===== src/hdl/lcdCommandPkg.sv =====
package lcdCommandPkg;

	////////////////////////////////////////
	// Bus payload and wait classes
	////////////////////////////////////////

	typedef logic [3:0] nibbleT; // DB7..DB4 of the display

	// Which wait follows a nibble, mapped to cycles by the sequencer
	typedef enum logic [2:0]
	{
		gapInit1, // After first 0x3
		gapInit2, // After second 0x3
		gapInit3, // After third 0x3 and the 0x2
		gapShort, // Between upper and lower half
		gapLong, // After lower half
		gapClear // After clear display
	} gapClassT;

	// One nibble write and the wait behind it
	typedef struct packed
	{
		nibbleT nibble; // Value on the bus
		gapClassT gap; // Wait class after the write
	} stepT;

	////////////////////////////////////////
	// Initialisation table
	////////////////////////////////////////

	localparam int StepCount = 12; // Nibble writes in total

	// Wake-up nibbles, then 0x28, 0x06, 0x0C, 0x01 as upper/lower halves
	localparam stepT InitSteps [0:StepCount-1] = '{
		'{nibble: 4'h3, gap: gapInit1}, // Wake-up 1
		'{nibble: 4'h3, gap: gapInit2}, // Wake-up 2
		'{nibble: 4'h3, gap: gapInit3}, // Wake-up 3
		'{nibble: 4'h2, gap: gapInit3}, // Switch to 4-bit mode
		'{nibble: 4'h2, gap: gapShort}, // Function set, upper
		'{nibble: 4'h8, gap: gapLong}, // Function set, lower
		'{nibble: 4'h0, gap: gapShort}, // Entry mode, upper
		'{nibble: 4'h6, gap: gapLong}, // Entry mode, lower
		'{nibble: 4'h0, gap: gapShort}, // Display on, upper
		'{nibble: 4'hC, gap: gapLong}, // Display on, lower
		'{nibble: 4'h0, gap: gapShort}, // Clear, upper
		'{nibble: 4'h1, gap: gapClear} // Clear, lower
	};

endpackage


===== src/hdl/lcdTimingPkg.sv =====
package lcdTimingPkg;

	////////////////////////////////////////
	// Clock reference
	////////////////////////////////////////

	localparam int ClockMHz = 50; // Board oscillator

	////////////////////////////////////////
	// LCD waits in clock cycles
	////////////////////////////////////////

	// Power-on settle time of the display controller
	localparam int PowerOnCycles = 15000 * ClockMHz; // 15 ms

	// Waits after the wake-up nibbles 0x3, 0x3, 0x3
	localparam int Init1Cycles = 4100 * ClockMHz; // 4.1 ms
	localparam int Init2Cycles = 100 * ClockMHz; // 100 us
	localparam int Init3Cycles = 40 * ClockMHz; // 40 us, also after 0x2

	// Gap between upper and lower half of a command
	localparam int ShortGapCycles = (6 * ClockMHz) / 5; // 1.2 us

	// Gap after the lower half of an ordinary command
	localparam int LongGapCycles = 41 * ClockMHz; // 41 us

	// Clear display needs far more than the others
	localparam int ClearGapCycles = 1650 * ClockMHz; // 1.65 ms

	// Enable high time, the bus latches on its falling edge
	localparam int EnableCycles = (24 * ClockMHz) / 100; // 240 ns

	////////////////////////////////////////
	// Counter sizing
	////////////////////////////////////////

	// Power-on wait is the longest count in the design
	localparam int CountWidth = $clog2(PowerOnCycles + 1); // 20 bits at 50 MHz

	typedef logic [CountWidth-1:0] countT; // Shared wait counter

endpackage


===== src/hdl/lcdController.sv =====
`timescale 1ns/1ps

module lcdController
#(
	parameter int PowerOnCycles = lcdTimingPkg::PowerOnCycles,
	parameter int Init1Cycles = lcdTimingPkg::Init1Cycles,
	parameter int Init2Cycles = lcdTimingPkg::Init2Cycles,
	parameter int Init3Cycles = lcdTimingPkg::Init3Cycles,
	parameter int ShortGapCycles = lcdTimingPkg::ShortGapCycles,
	parameter int LongGapCycles = lcdTimingPkg::LongGapCycles,
	parameter int ClearGapCycles = lcdTimingPkg::ClearGapCycles,
	parameter int EnableCycles = lcdTimingPkg::EnableCycles
)
(
	input logic Clock,
	input logic rst,
	output logic LcdEnable, // E line
	output lcdCommandPkg::nibbleT LcdData, // DB7..DB4
	output logic Ready // Init sequence complete
);

	////////////////////////////////////////
	// Sequencer to writer
	////////////////////////////////////////

	logic writeStart;
	lcdCommandPkg::nibbleT writeNibble;
	lcdTimingPkg::countT writeGap;
	logic writeDone;

	lcdInitSequencer #(
		.PowerOnCycles(PowerOnCycles),
		.Init1Cycles(Init1Cycles),
		.Init2Cycles(Init2Cycles),
		.Init3Cycles(Init3Cycles),
		.ShortGapCycles(ShortGapCycles),
		.LongGapCycles(LongGapCycles),
		.ClearGapCycles(ClearGapCycles)
	) u_lcdInitSequencer (
		.Clock(Clock),
		.rst(rst),
		.WriteDone(writeDone),
		.WriteStart(writeStart),
		.WriteNibble(writeNibble),
		.WriteGap(writeGap),
		.Ready(Ready)
	);

	lcdNibbleWriter #(
		.EnableCycles(EnableCycles)
	) u_lcdNibbleWriter (
		.Clock(Clock),
		.rst(rst),
		.WriteStart(writeStart),
		.WriteNibble(writeNibble),
		.WriteGap(writeGap),
		.WriteDone(writeDone),
		.LcdEnable(LcdEnable),
		.LcdData(LcdData)
	);

endmodule


===== src/hdl/lcdInitSequencer.sv =====
`timescale 1ns/1ps

module lcdInitSequencer
#(
	parameter int PowerOnCycles = 750000,
	parameter int Init1Cycles = 205000,
	parameter int Init2Cycles = 5000,
	parameter int Init3Cycles = 2000,
	parameter int ShortGapCycles = 60,
	parameter int LongGapCycles = 2050,
	parameter int ClearGapCycles = 82500
)
(
	input logic Clock,
	input logic rst,
	input logic WriteDone, // From the nibble writer
	output logic WriteStart, // One-cycle request to the writer
	output lcdCommandPkg::nibbleT WriteNibble, // Nibble of the current step
	output lcdTimingPkg::countT WriteGap, // Wait after the current step
	output logic Ready // Display configured
);

	////////////////////////////////////////
	// Types and state
	////////////////////////////////////////

	localparam int IdxWidth = $clog2(lcdCommandPkg::StepCount + 1); // Holds 0..StepCount

	typedef logic [IdxWidth-1:0] idxT;

	localparam idxT LastStep = idxT'(lcdCommandPkg::StepCount - 1);

	typedef enum logic [1:0]
	{
		phasePowerOn, // Waiting for the display to settle
		phaseStep, // Walking through the table
		phaseReady // Done, idle until reset
	} phaseT;

	phaseT phase;
	lcdTimingPkg::countT powerCnt; // Counts up through the power-on wait
	idxT stepIdx; // Step being written, StepCount once finished
	lcdCommandPkg::stepT curStep; // Table entry at stepIdx

	////////////////////////////////////////
	// Phase control
	////////////////////////////////////////

	always_ff @(posedge Clock)
	begin
		if (rst)
		begin
			phase <= phasePowerOn;
			powerCnt <= '0;
			stepIdx <= '0;
			WriteStart <= 1'b0;
			Ready <= 1'b0;
		end
		else
		begin
			WriteStart <= 1'b0; // Pulse by default
			case (phase)
				phasePowerOn:
				begin
					if (powerCnt == lcdTimingPkg::countT'(PowerOnCycles))
					begin
						WriteStart <= 1'b1; // Kick off step 1
						phase <= phaseStep;
					end
					else
						powerCnt <= powerCnt + lcdTimingPkg::countT'(1);
				end
				phaseStep:
				begin
					if (WriteDone)
					begin
						stepIdx <= stepIdx + idxT'(1);
						if (stepIdx == LastStep)
							phase <= phaseReady; // Clear display finished
						else
							WriteStart <= 1'b1; // Next step right behind WriteDone
					end
				end
				phaseReady:
					Ready <= 1'b1; // Held until reset
				default:
					phase <= phasePowerOn;
			endcase
		end
	end

	////////////////////////////////////////
	// Table lookup
	////////////////////////////////////////

	always_comb
	begin
		curStep = '0; // Past the end, bus payload is don't-care
		if (stepIdx < idxT'(lcdCommandPkg::StepCount))
			curStep = lcdCommandPkg::InitSteps[stepIdx];
	end

	assign WriteNibble = curStep.nibble;

	// Wait class to cycle count
	always_comb
	begin
		case (curStep.gap)
			lcdCommandPkg::gapInit1: WriteGap = lcdTimingPkg::countT'(Init1Cycles);
			lcdCommandPkg::gapInit2: WriteGap = lcdTimingPkg::countT'(Init2Cycles);
			lcdCommandPkg::gapInit3: WriteGap = lcdTimingPkg::countT'(Init3Cycles);
			lcdCommandPkg::gapShort: WriteGap = lcdTimingPkg::countT'(ShortGapCycles);
			lcdCommandPkg::gapLong: WriteGap = lcdTimingPkg::countT'(LongGapCycles);
			lcdCommandPkg::gapClear: WriteGap = lcdTimingPkg::countT'(ClearGapCycles);
			default: WriteGap = lcdTimingPkg::countT'(LongGapCycles); // Unused encodings
		endcase
	end

	////////////////////////////////////////
	// Checks
	////////////////////////////////////////

	assert property (@(posedge Clock) disable iff (rst)
		stepIdx <= idxT'(lcdCommandPkg::StepCount))
	else
		$error("lcdInitSequencer: step index %0d out of range", stepIdx);

	// No bus traffic once configured
	assert property (@(posedge Clock) disable iff (rst)
		(phase == phaseReady) |-> !WriteStart)
	else
		$error("lcdInitSequencer: WriteStart in ready phase");

endmodule


===== src/hdl/lcdNibbleWriter.sv =====
`timescale 1ns/1ps

module lcdNibbleWriter
#(
	parameter int EnableCycles = 12 // Enable high time in cycles
)
(
	input logic Clock,
	input logic rst,
	input logic WriteStart, // Single-cycle request
	input lcdCommandPkg::nibbleT WriteNibble, // Value to put on the bus
	input lcdTimingPkg::countT WriteGap, // Idle cycles after enable falls
	output logic WriteDone, // Last gap cycle
	output logic LcdEnable, // E line of the display
	output lcdCommandPkg::nibbleT LcdData // DB7..DB4
);

	////////////////////////////////////////
	// State
	////////////////////////////////////////

	logic busy; // Write in flight, enable or gap phase
	lcdTimingPkg::countT cnt; // Cycles left in the current phase
	lcdTimingPkg::countT gapReg; // Gap length captured at start

	////////////////////////////////////////
	// Enable pulse and gap sequencing
	////////////////////////////////////////

	// LcdEnable doubles as the phase flag, high means enable phase
	always_ff @(posedge Clock)
	begin
		if (rst)
		begin
			busy <= 1'b0;
			LcdEnable <= 1'b0;
			LcdData <= '0; // Data lines low out of reset
			cnt <= '0;
		end
		else if (!busy)
		begin
			if (WriteStart)
			begin
				busy <= 1'b1;
				LcdEnable <= 1'b1; // High from the next cycle on
				LcdData <= WriteNibble; // Held until the next write
				gapReg <= WriteGap;
				cnt <= lcdTimingPkg::countT'(EnableCycles - 1);
			end
		end
		else if (cnt != '0)
			cnt <= cnt - lcdTimingPkg::countT'(1); // Still inside a phase
		else if (LcdEnable)
		begin
			LcdEnable <= 1'b0; // Falling edge latches the nibble
			cnt <= gapReg - lcdTimingPkg::countT'(1);
		end
		else
			busy <= 1'b0; // Gap over, WriteDone seen this cycle
	end

	// Decoded from registers, one cycle wide
	assign WriteDone = busy && !LcdEnable && (cnt == '0);

	////////////////////////////////////////
	// Checks
	////////////////////////////////////////

	// Sequencer must wait for WriteDone before the next request
	assert property (@(posedge Clock) disable iff (rst)
		WriteStart |-> !busy)
	else
		$error("lcdNibbleWriter: WriteStart while a write is in flight");

	// Pulse width bounded by the parameter
	assert property (@(posedge Clock) disable iff (rst)
		$rose(LcdEnable) |-> ##EnableCycles !LcdEnable)
	else
		$error("lcdNibbleWriter: LcdEnable held longer than %0d cycles", EnableCycles);

endmodule


===== config.mk =====
export PLATFORM = sky130hd
export DESIGN_NAME = lcdController
export DESIGN_NICKNAME = d
export VERILOG_FILES = /design/src/hdl/lcdCommandPkg.sv /design/src/hdl/lcdTimingPkg.sv /design/src/hdl/lcdController.sv /design/src/hdl/lcdInitSequencer.sv /design/src/hdl/lcdNibbleWriter.sv
export SDC_FILE = /design/constraint.sdc
export NUM_CORES = 1
export LEC_CHECK = 0
export ABC_CLOCK_PERIOD_IN_PS = 5700
export BUFFER_PORTS_ARGS = -buffer_cell sky130_fd_sc_hd__buf_2
export CORE_ASPECT_RATIO = 0.7
export CORE_MARGIN = 2
export CORE_UTILIZATION = 60
export DETAILED_ROUTE_END_ITERATION = 8
export PLACE_DENSITY = 0.75
export SLEW_MARGIN = 25
export SYNTH_ARGS = -nofsm -noshare
export SYNTH_HDL_FRONTEND = slang
export SYNTH_HIERARCHICAL = 1
export SYNTH_SLANG_ARGS = --single-unit
export TNS_END_PERCENT = 50

===== constraint.sdc =====
create_clock -name Clock -period 5.7 [get_ports Clock]
set_input_delay 0 -clock Clock [delete_from_list [all_inputs] [get_ports Clock]]
set_output_delay 0 -clock Clock [all_outputs]
set_load 0.01 [all_outputs]

### Word level (Yosys, flattened, before mapping)

Memory sizes are Yosys's and may differ from the RTL's.
Cells that the tools add are included.

* muxes and demuxes: 23
* eq/ne operators: 13
* add/sub/neg operators: 4
* reduce and logical (&&, ||, !) cells: 15
* magnitude comparators: 2
* bitwise gates (word level): 5

Operators with widths (count)
* case mux 18 bit (5 select lines): 1
* 2-to-1 mux 20 bit: 4
* subtractor 20 x 1 -> 20 bit, second input constant: 2
* 2-to-1 mux 7 bit: 3
* adder 20 x 1 -> 20 bit, second input constant: 1
* equality test 20 bit, second input constant: 1
* logical NOT 20 bit: 1
* nonzero test 20 bit: 1
* 2-to-1 mux 1 bit: 10
* AND reduction 2 bit: 5
* equality test 3 x 2 -> 1 bit, second input constant: 2
* 2-to-1 mux 2 bit: 3
* inequality test 2 x 1 -> 1 bit, second input constant: 3
* case mux 2 bit (3 select lines): 1
* greater-or-equal comparator 5 bit, second input constant: 1
* NOT 4 -> 5 bit: 1
* adder 4 x 1 -> 4 bit, second input constant: 1
* equality test 4 bit, second input constant: 1
* less-than comparator 4 bit, second input constant: 1
* NOT 1 bit: 4
* AND reduction 4 bit: 1
* equality test 3 x 1 -> 1 bit, second input constant: 1
* equality test 3 bit, second input constant: 1
* logical NOT 3 bit: 1
* 10 further kinds: 11

* memories: 1
* bits in registers: 74
* memory bits (read-only): 112
* word-level logic and storage cells: 73

Memory list
* (no name shown): depth 16, bits a word 7, rd ports 1, clocked after Yosys merged registers in 0, write ports 0, line lcdInitSequencer.sv:100 `curStep = lcdCommandPkg::InitSteps[stepIdx];`

### Longest topological paths before layout

Gate-level depths: netlist of the first run.

* depth in word-level cells: 7
* mapped depth: 14
* gate-level depth less buffers: 12

### Hierarchy

Netlist of the first run, hierarchy kept.

Modules (own cells, without submodules)
* lcdNibbleWriter: times used 1, cells each 278, area an instance 2537.4 um^2
* lcdInitSequencer: times used 1, cells each 220, area an instance 1750.4 um^2

### Least setup slack after synthesis of the first run

No wires, ideal clock.

* path type: flip-flop to flip-flop
* start point: register u_lcdNibbleWriter.cnt[8]
* end point: register u_lcdNibbleWriter.cnt[14]
* library setup time: 0.131 ns
* data required time: 5.569 ns
* data arrival time: 2.957 ns
* stages on the path, launching flop included: 15
* slack: 2.613 ns
* clock period less this slack: 3.087 ns
* path through: dfxtp_1 > nor4_2 > nand4_1 > nor2_1 > clkbuf_1 > buf_6 > a21oi_1 > ha_1 > nand2b_1 > nor3_1 > o31ai_1 > nor3_1 > nor4b_1 > mux2i_1 > o21ai_0

* longest elaborated chain between the ends: 3
* elaborated cells on any way between the ends: 6
* those cells by class: add/sub: 1; eq/ne: 1; mux: 2; reduce/logical: 2

RTL lines
* start, declared: line lcdNibbleWriter.sv:23 `lcdTimingPkg::countT cnt;`
* start signal, assigned: line lcdNibbleWriter.sv:48 `cnt <= lcdTimingPkg::countT'(EnableCycles - 1);`
* start signal, assigned: line lcdNibbleWriter.sv:52 `cnt <= cnt - lcdTimingPkg::countT'(1);`
* start signal, assigned: line lcdNibbleWriter.sv:56 `cnt <= gapReg - lcdTimingPkg::countT'(1);`
* subtractor 20 x 1 -> 20 bit or nonzero test 20 bit (tied branches): line lcdNibbleWriter.sv:52, lcdNibbleWriter.sv:51
* 2-to-1 mux 20 bit or inequality test 3 x 2 -> 1 bit (tied branches)
* 2-to-1 mux 20 bit or AND reduction 2 bit (tied branches)

Several ways; a longest one is shown, not always the timed one.
A chain may end at the register's enable or synchronous reset.

### Final worst setup path of the first run

* start point: register u_lcdNibbleWriter.cnt[3]
* end point: register u_lcdNibbleWriter.cnt[18]

Same word-level chain as after synthesis.

==> results of run 1 <==
-- critical path: stages (launching register included) --
cell and delay (ns):
dfxtp_1 0.37, nor4_1 0.46, nand4_1 0.35, o31ai_1 0.96
nor2_1 0.48, and3_1 0.33, a22oi_1 0.15, nand3_1 0.09
-- per-layer routing --
metal / wire [um] / GRT usage (%) / vias to the layer above
li1: - / - / 1845
met4: 105 / 9.19 / 0
met5: 0 / 0 / -
met3: 902 / 7.79 / 11
met1: 4950 / 41.4 / 1796
met2: 4070 / 36.4 / 142
-- logic make-up after synthesis --
kind of cell | after synthesis | share of synthesized area, %
fa+ha+maj | 8 | 2.33
mux | 8 | 1.96
buf+inv | 45 | 5.57
simple gates | 226 | 29.9
flops | 74 | 39.2
compound gates | 127 | 19.1
xor+xnor | 9 | 1.84
other cells | 1 | 0.0875
-- placed cells by master, fill, tap and decap left out, types with 7 or more instances in the layout --
| master | instances |
|---|---|
| nand4_1 | 14 |
| inv_1 | 12 |
| dfxtp_1 | 54 |
| nor4_1 | 14 |
| nand3_1 | 14 |
| a21oi_1 | 43 |
| ha_1 | 8 |
| o31ai_1 | 10 |
| or4_1 | 11 |
| nor2b_1 | 7 |
| o21ai_0 | 25 |
| nor3_1 | 14 |
| a211oi_1 | 7 |
| buf_2 | 7 |
| nand2b_1 | 9 |
| nand2_1 | 39 |
| edfxtp_1 | 20 |
| nor2_1 | 56 |
| clkbuf_8 | 10 |
-- flip-flops by register name (all words and copies together) (netlist names) --
| register | cells |
|---|---|
| u_lcdInitSequencer/phase | 2 |
| u_lcdNibbleWriter/LcdData | 4 |
| u_lcdInitSequencer/stepIdx | 4 |
| u_lcdNibbleWriter/gapReg | 20 |
| u_lcdNibbleWriter/busy | 1 |
| u_lcdInitSequencer/Ready | 1 |
| u_lcdInitSequencer/WriteStart | 1 |
| u_lcdNibbleWriter/LcdEnable | 1 |
| u_lcdNibbleWriter/cnt | 20 |
| u_lcdInitSequencer/powerCnt | 20 |
-- through the flow --
stage / instance area [sq um] / power [mW] / utilization, %
after floorplan: 4300 / 0.568 / -
after global placement: 4290 / 0.568 / 62.6
after detailed placement: 4290 / 0.570 / 62.6
after CTS: 4490 / 0.973 / 65.5
after global routing: 4490 / 0.991 / 65.5
final: 4490 / 0.963 / 65.5
-- final cells by class --
cell class / count / area, sq um
inverters: 12 / 45.0
fillers: 563 / 2360
clock inverters: 5 / 55.1
multi-input cells: 382 / 2380
repair buffers: 11 / 65.1
clock buffers: 11 / 141
flip-flops and latches: 74 / 1680
well taps: 94 / 118
-- power by group --
group	switching (mW)	internal (mW)	leakage, nW
Combinational	0.0104	0.00542	0.867
Clock	0.193	0.213	0.0970
Sequential	0.00337	0.538	0.617
Total	0.207	0.756	1.58
-- worst paths after layout --
check,start,cells past startpoint,endpoint
max,u_lcdNibbleWriter/cnt[3],7,u_lcdNibbleWriter/cnt[18]
min,rst,3,u_lcdInitSequencer/powerCnt[10]
max reg2reg,u_lcdNibbleWriter/cnt[3],7,u_lcdNibbleWriter/cnt[18]
min reg2reg,u_lcdNibbleWriter/LcdData[2],2,u_lcdNibbleWriter/LcdData[2]
==> impl_metrics.tcl, run 1 <==
set metrics [dict create \
    async_reset_ff_share_pct 0 \
    grt_overflow 0 \
    die-area_sq_um 7850 \
    rrSetupSlack_ns 2.39 \
    port_buffers 7 \
    start_kind "flop" \
    die_h_um 74.7 \
    coreArea_sq_um 6850 \
    worstPathRequired_ns 5.94 \
    critPathCaptureType "flop" \
    fin_setup_tns_ns 0 \
    synth_most_common_cell "nor2_1" \
    grt_pass1_vias 3260 \
    clock_skew_ns 0.00937 \
    holdWs_ns 0.183 \
    yosys-top-cells-area "dfxtp_1, edfxtp_1, a21oi_1" \
    syn_area_sq_um 4290 \
    die_x_um 105 \
    wl_per_cell_um 17.0 \
    synth_edf_count 20 \
    ir_worst_vdd_mv 0.153 \
    h-tree-depth 3 \
    critPathKind "reg2reg" \
    cts_root_buf "clkbuf_8" \
    max_slew.worst_pin.slew_ns 1.09 \
    cts_hold_buffers 0 \
    cts_buffer_depth 2 \
    dpl.hpwl_um 7130 \
    dpl.cell_count 573 \
    track_usage_pct 27.1 \
    p_leak_nw 1.58 \
    clkSlewWorstSetupHoldPaths_ns 0.08 \
    clk_latency_ns 0.36 \
    max_slew_margin_pct 27.0 \
    drt_iter0_markers 394 \
    area_delta_synth_final_pct 4.64 \
    run_status "completed" \
    post_cts_buffers 0 \
    tritoncts "built" \
    synthTopCellsByCount "nor2_1, dfxtp_1, a21oi_1" \
    cp.arrival_ns 3.55 \
    synth_top_flop_cell "dfxtp_1" \
    gp_congestion 0.954 \
    nNetsFinal 500 \
    cts_resized 0 \
    viasPerCell 6.44 \
    fin_crit_sh_pct 58.1 \
    maxCapViolations 0 \
    final_antenna_net_count 0 \
    synth_seq_cells 74 \
    postSynthCellCount 498 \
    slew_violations 0 \
    hold_path_class "in2reg" \
    syn_area_per_cell_sq_um 8.61 \
    setup_slack_ns 2.39 \
    diodes 0 \
    synth_cell_types 73 \
    drc_errors 0 \
    crit_fanout 14 \
    yosysWarnings 6 \
    period_minus_slack_ns 3.31 \
    instances_no_fill 589 \
    grt_pass1_wl_um 16600 \
    drtPass1Iterations 5 \
    synth_top_area_cell "dfxtp_1" \
    grt_start_max_net_pins 52 \
    initial_core_util_pct 62.6 \
    synth-seq-area-share_pct 39.2 \
    routed_wirelength_um 10000 \
    antenna_found_initial 0 \
    cts_sinks 74 \
    rsz0062_at_grt "false" \
    cts_buffers 9 \
    drive_above_1_share_pct 10.7 \
    fmaxAchievable_mhz 302 \
    powerDensity_nw_per_um2 215 \
    vias 3794 \
    design.portCount 8 \
    finalSetupViolCount 0 \
    place_ws_ns 2.49 \
    hold_viol_final 0 \
    rows 25 \
    netlist.area_leader.share_pct 25.2 \
]
Power figures use the tool's default switching activity.
==> inputs of run 2 (changes only) <==
- ABC_AREA: default -> 1
- ABC_CLOCK_PERIOD_IN_PS: 5700 -> 2800
- CORE_UTILIZATION: 60 -> 57
- PLACE_DENSITY: 0.75 -> 0.74
- clock period: 5.7 -> 2.8 ns (I/O delays scaled with it)
==> run 2 against run 1 <==
Via count increased by 14%. Critical path depth increased by 8. Final cell count increased by 32%. Cell area increased by 8.8%. Sequential power increased by 100%. Setup slack got worse by 2.1 ns. Count of clock-buffer cells in the layout decreased by 1. Die area increased by 11%. Maximum frequency increased by 34%. Register-to-register slack got worse by 2.1 ns. Flip-flop and latch count unchanged. Critical path type unchanged. Highest routed layer unchanged.
==> impl_metrics.tcl, run 2 <==
set metrics [dict create \
    h-tree-depth 3 \
    grt_start_max_net_pins 29 \
    design.portCount 8 \
    vias 4317 \
    clkSlewWorstSetupHoldPaths_ns 0.06 \
    layout_commonest_cell "nand2_1" \
    area_delta_synth_final_pct 7.20 \
    r2r_cells 15 \
    wl_per_cell_um 14.2 \
    crit_fanout 13 \
    instances_no_fill 777 \
    yosysWarnings 6 \
    start_kind "flop" \
    diodes 0 \
    final_cell_mix "nand2_1, nor2_1, inv_1, dfxtp_1, nand3_1" \
    slew_violations 0 \
    port_buffers 7 \
    gp_congestion 0.967 \
    run_status "completed" \
    total_power_mw 2.29 \
    dpl.hpwl_um 7920 \
    synth-simple-area-share_pct 38.3 \
    yosys.area_share.xor_xnor_pct 2.69 \
    synth_seq_cells 74 \
    ir_worst_vdd_mv 0.480 \
    postSynthCellCount 670 \
    drt_iter0_markers 525 \
    fin_util_pct 62.6 \
    synthTopCellsByCount "nand2_1, nor2_1, inv_1" \
    track_usage_pct 27.0 \
    drive_above_1_share_pct 8.88 \
    muxShareOfSynthArea_pct 0 \
    finalSetupViolCount 0 \
    holdPathStages 2 \
    fin_setup_tns_ns 0 \
    cp.arrival_ns 2.75 \
    synth_top_area_cell "dfxtp_1" \
    synth_most_common_cell "nand2_1" \
    coreArea_sq_um 7800 \
    fmaxAchievable_mhz 404 \
    drc_errors 0 \
    yosys-top-cells-area "dfxtp_1, nand2_1, edfxtp_1" \
    r2r-end "u_lcdNibbleWriter/cnt[18]" \
    async_reset_ff_share_pct 0 \
    grt_overflow 0 \
    hold_viol_final 0 \
    fin_crit_sh_pct 88.4 \
    max_slew.worst_pin.slew_ns 0.857 \
    grt_pass1_vias 3754 \
    top_regs "u_lcdInitSequencer/powerCnt x20, u_lcdNibbleWriter/cnt x20, u_lcdNibbleWriter/gapReg x20" \
    viasPerCell 5.56 \
    synth_cell_types 39 \
    cts_buffer_depth 2 \
    worstPathRequired_ns 3.07 \
    cts_root_buf "clkbuf_16" \
    routed_wirelength_um 11100 \
    grt_pass1_wl_um 18600 \
    powerDensity_nw_per_um2 469 \
    die_x_um 111 \
    post_cts_buffers 0 \
    synth-seq-area-share_pct 36.9 \
    synth-compound-area-share_pct 8.43 \
    tritoncts "built" \
    synth_top_flop_cell "dfxtp_1" \
    critPathCaptureType "flop" \
    syn_area_per_cell_sq_um 6.80 \
    clock_skew_ns 0.00684 \
    nNetsFinal 681 \
    rows 27 \
    p_leak_nw 2.02 \
    dpl.cell_count 761 \
    cts_hold_buffers 0 \
    die_h_um 78.8 \
    cts_sinks 74 \
    critPathKind "reg2reg" \
    maxCapViolations 0 \
    cts_resized 0 \
    max_slew_margin_pct 42.9 \
    die-area_sq_um 8730 \
    netlist.area_leader.share_pct 23.7 \
    syn_area_sq_um 4550 \
    hold_start "rst" \
    rr_startpoint "u_lcdNibbleWriter/cnt[19]" \
    final_antenna_net_count 0 \
    antenna_found_initial 0 \
    synth_top_family_by_area "simple AND/OR/NAND/NOR gates" \
    clk_latency_ns 0.34 \
    hold_path_class "in2reg" \
    synth_edf_count 20 \
    period_minus_slack_ns 2.48 \
    drtPass1Iterations 5 \
    hold_end "u_lcdInitSequencer/Ready" \
    cts_buffers 9 \
    initial_core_util_pct 58.4 \
    synth_fa_ha_area_share_pct 2.20 \
    rrSetupSlack_ns 0.32 \
    rsz0062_at_grt "false" \
]
## run 2: area by class of cell
class | count | area (sq um)
inverter | 81 | 304
timing repair buffer | 17 | 110
sequential | 74 | 1680
clock inverter | 6 | 65.1
clock buffer | 10 | 229
multi-input combinational | 488 | 2370
tap | 101 | 126
fill | 737 | 2920
## run 2: stage by stage
stage / hold WS [ns] / area [sq um] / worst slack, ns
after floorplan: 0.0691 / 4570 / 0.923
after global placement: 0.415 / 4590 / 0.488
after detailed placement: 0.416 / 4590 / 0.436
after CTS: 0.0979 / 4880 / 0.370
after global routing: 0.124 / 4880 / 0.103
final: 0.105 / 4880 / 0.324
## run 2: how the worst max path moves through the flow
| stage | from | end | cells past startpoint |
|---|---|---|---|
| after floorplan | u_lcdNibbleWriter/cnt[6] | u_lcdNibbleWriter/cnt[18] | 14 |
| after global placement | u_lcdNibbleWriter/cnt[2] | u_lcdNibbleWriter/cnt[18] | 15 |
| after detailed placement | u_lcdNibbleWriter/cnt[2] | u_lcdNibbleWriter/cnt[18] | 15 |
| after CTS | u_lcdNibbleWriter/cnt[19] | u_lcdNibbleWriter/cnt[18] | 15 |
| after global routing | u_lcdNibbleWriter/cnt[19] | u_lcdNibbleWriter/cnt[12] | 16 |
| final | u_lcdNibbleWriter/cnt[19] | u_lcdNibbleWriter/cnt[18] | 15 |
## run 2: power by group
group	internal [mW]	total, mW	switching (mW)
Sequential	1.10	1.10	0.00646
Combinational	0.00827	0.0304	0.0221
Clock	0.691	1.16	0.466
## run 2: kinds of logic (layout without fill, tap and decap cells)
| family | after synthesis | in the layout |
|---|---|---|
| AO/OA/AOI/OAI | 69 | 69 |
| adder cells (fa/ha/maj) | 8 | 8 |
| flip-flops | 74 | 74 |
| AND/OR/NAND/NOR | 393 | 393 |
| buffers and inverters | 111 | 114 |
| XOR/XNOR | 14 | 14 |
| other | 1 | 4 |
## run 2: critical path, cell delays in order, from the launching register on
cell and delay, ns:
dfxtp_1 0.33, nor2_1 0.13, nand2_1 0.08, nor2_2 0.44, nand3_2 0.11, buf_4 0.22, nand2_1 0.11, nand2_4 0.08
ha_1 0.23, nand3_1 0.09, nor2_1 0.06, nand3_1 0.09, nor2_1 0.07, nand3_1 0.06, nand3_1 0.14, a21oi_2 0.16
## run 2: metal layers
| metal | routed length, um | track usage (%) |
|---|---|---|
| met5 | 0 | 0 |
| met4 | 155 | 7.88 |
| met3 | 1120 | 7.02 |
| met1 | 5520 | 41.6 |
| met2 | 4270 | 36.5 |
==> inputs of run 3 (changes only) <==
- RECOVER_POWER: default -> 25
==> run 3 against run 2 <==
Non-clock buffer count did not move. Final cell count did not move. Critical path depth did not move. Power hardly changed. Wire length is 0.14% lower. Setup slack got worse by 0.021 ns. Combinational power about the same. Register-to-register slack got worse by 0.02 ns. Sequential share of layout area increased by 0.080 points. Maximum frequency is 0.86% lower. Flip-flop and latch count did not move. Clock power about the same.
==> impl_metrics.tcl, run 3 (synthesis results as in run 2) <==
set metrics [dict create \
    track_usage_pct 27.0 \
    cts_resized 0 \
    cts_sinks 74 \
    grt_pass1_wl_um 18600 \
    dpl.hpwl_um 7920 \
    rsz0062_at_grt "false" \
    maxCapViolations 0 \
    holdPathStages 2 \
    h-tree-depth 3 \
    crit_top_cell "nand3_1" \
    coreArea_sq_um 7800 \
    slew_violations 0 \
    max_slew.worst_pin.slew_ns 0.995 \
    cts_hold_buffers 0 \
    hold_viol_final 0 \
    start_kind "flop" \
    cts_buffers 9 \
    drc_errors 0 \
    gp_congestion 0.967 \
    initial_core_util_pct 58.4 \
    port_buffers 7 \
    powerDensity_nw_per_um2 471 \
    grt_overflow 0 \
    top_regs "u_lcdInitSequencer/powerCnt x20, u_lcdNibbleWriter/cnt x20, u_lcdNibbleWriter/gapReg x20" \
    p_seq_share_pct 48.1 \
    seq_area_sq_um 1680 \
    rows 27 \
    antenna_found_initial 0 \
    die_x_um 111 \
    hold_path_class "in2reg" \
    clock_skew_ns 0.00726 \
    netSwitchingFraction_pct 21.7 \
    p_leak_nw 1.99 \
    finalSetupViolCount 0 \
    fmaxAchievable_mhz 400 \
    cp.arrival_ns 2.77 \
    post_cts_buffers 0 \
    crit_fanout 13 \
    grt_pass1_vias 3754 \
    clkPwrFrac_pct 50.5 \
    ir_worst_vdd_mv 0.482 \
    grt_start_max_net_pins 29 \
    critPathKind "reg2reg" \
    worstPathRequired_ns 3.07 \
    p_int_mw 1.80 \
    combPwrFrac_pct 1.3 \
    vias 4289 \
    power.switching_mw 0.497 \
    layout_commonest_cell "nand2_1" \
    die-area_sq_um 8730 \
    area_delta_synth_final_pct 6.95 \
    clk_latency_ns 0.34 \
    fin_crit_sh_pct 89.2 \
    run_status "completed" \
    critPathCaptureType "flop" \
    max_stage_delay_ns 0.44 \
    nFillCells 738 \
    final_antenna_net_count 0 \
    nNetsFinal 681 \
    worst_path_max_delay_cell "nor2_2" \
    fin_setup_tns_ns 0 \
    path_cells "nor2_1, nand2_1, nor2_2, nand3_2, buf_4, nand2_1, nand2_4, ha_1, nand3_1, nor2_1, nand3_1, nor2_1, nand3_1, nand3_1, a21oi_2" \
    diodes 0 \
    max_slew_margin_pct 33.6 \
    period_minus_slack_ns 2.50 \
    die_h_um 78.8 \
    tritoncts "built" \
    multiInputGateArea_sq_um 2370 \
    wl_per_cell_um 14.2 \
    cts_root_buf "clkbuf_16" \
    drt_iter0_markers 506 \
    design.portCount 8 \
    drive_above_1_share_pct 7.84 \
    cts_buffer_depth 2 \
    final_cell_mix "nand2_1, nor2_1, inv_1, dfxtp_1, nand3_1" \
    setup_slack_ns 0.303 \
    routed_wirelength_um 11100 \
    viasPerCell 5.52 \
    clkSlewWorstSetupHoldPaths_ns 0.06 \
    drtPass1Iterations 6 \
    r2r_cells 15 \
    place_ws_ns 0.436 \
]
==> run 3: worst paths after layout <==
path	slack (ns)	to	startpoint
max reg2reg	0.30	u_lcdNibbleWriter/cnt[18]	u_lcdNibbleWriter/cnt[19]
max	0.30	u_lcdNibbleWriter/cnt[18]	u_lcdNibbleWriter/cnt[19]
min reg2reg	0.45	u_lcdNibbleWriter/LcdEnable	u_lcdNibbleWriter/busy
min	0.10	u_lcdInitSequencer/Ready	rst
==> run 3: metrics by stage <==
step	util, %	cell area, sq um	hold slack (ns)	total power [mW]	std cells
3_3_place_gp	58.8	4590	0.415	1.16	761
2_1_floorplan	-	4570	0.0691	1.15	673
5_1_grt	62.4	4870	0.124	2.36	777
4_1_cts	62.6	4880	0.0979	2.31	777
3_5_place_dp	58.8	4590	0.416	1.16	761
6_report	62.4	4870	0.102	2.29	777
==> run 3: metal layers <==
layer  GRT usage [%]  up-vias  share of wire [%]
met4            7.88        0                1.4
li1                -     2152                  -
met5               0        -                  0
met1            41.6     1937                 49
met2            36.5      182                 39
met3            7.02       18                 10
==> run 3: area by class of cell <==
cell class | instances | share of cell area, %
multi-input combinational | 488 | 48.6
sequential | 74 | 34.5
inverter | 81 | 6.24
clock buffer | 10 | 4.70
tap | 101 | 2.59
timing repair buffer | 17 | 2.03
clock inverter | 6 | 1.34
==> run 3: worst max-delay path: cells and delay by family (launching register included) <==
kind	cells	cell delay (ns)
adders and majority gates	1	0.23
and+or+nand+nor	12	1.48
buffers and inverters	1	0.22
DFF	1	0.33
AOI/OAI and AO/OA	1	0.16
==> run 3: power groups by stage <==
stage / clock network, mW / logic [mW] / registers (mW)
2_1_floorplan: 0 / 0.0295 / 1.12
3_3_place_gp: 0 / 0.0298 / 1.13
3_5_place_dp: 0 / 0.0301 / 1.13
4_1_cts: 1.17 / 0.0303 / 1.10
5_1_grt: 1.22 / 0.0356 / 1.10
6_report: 1.16 / 0.0303 / 1.10
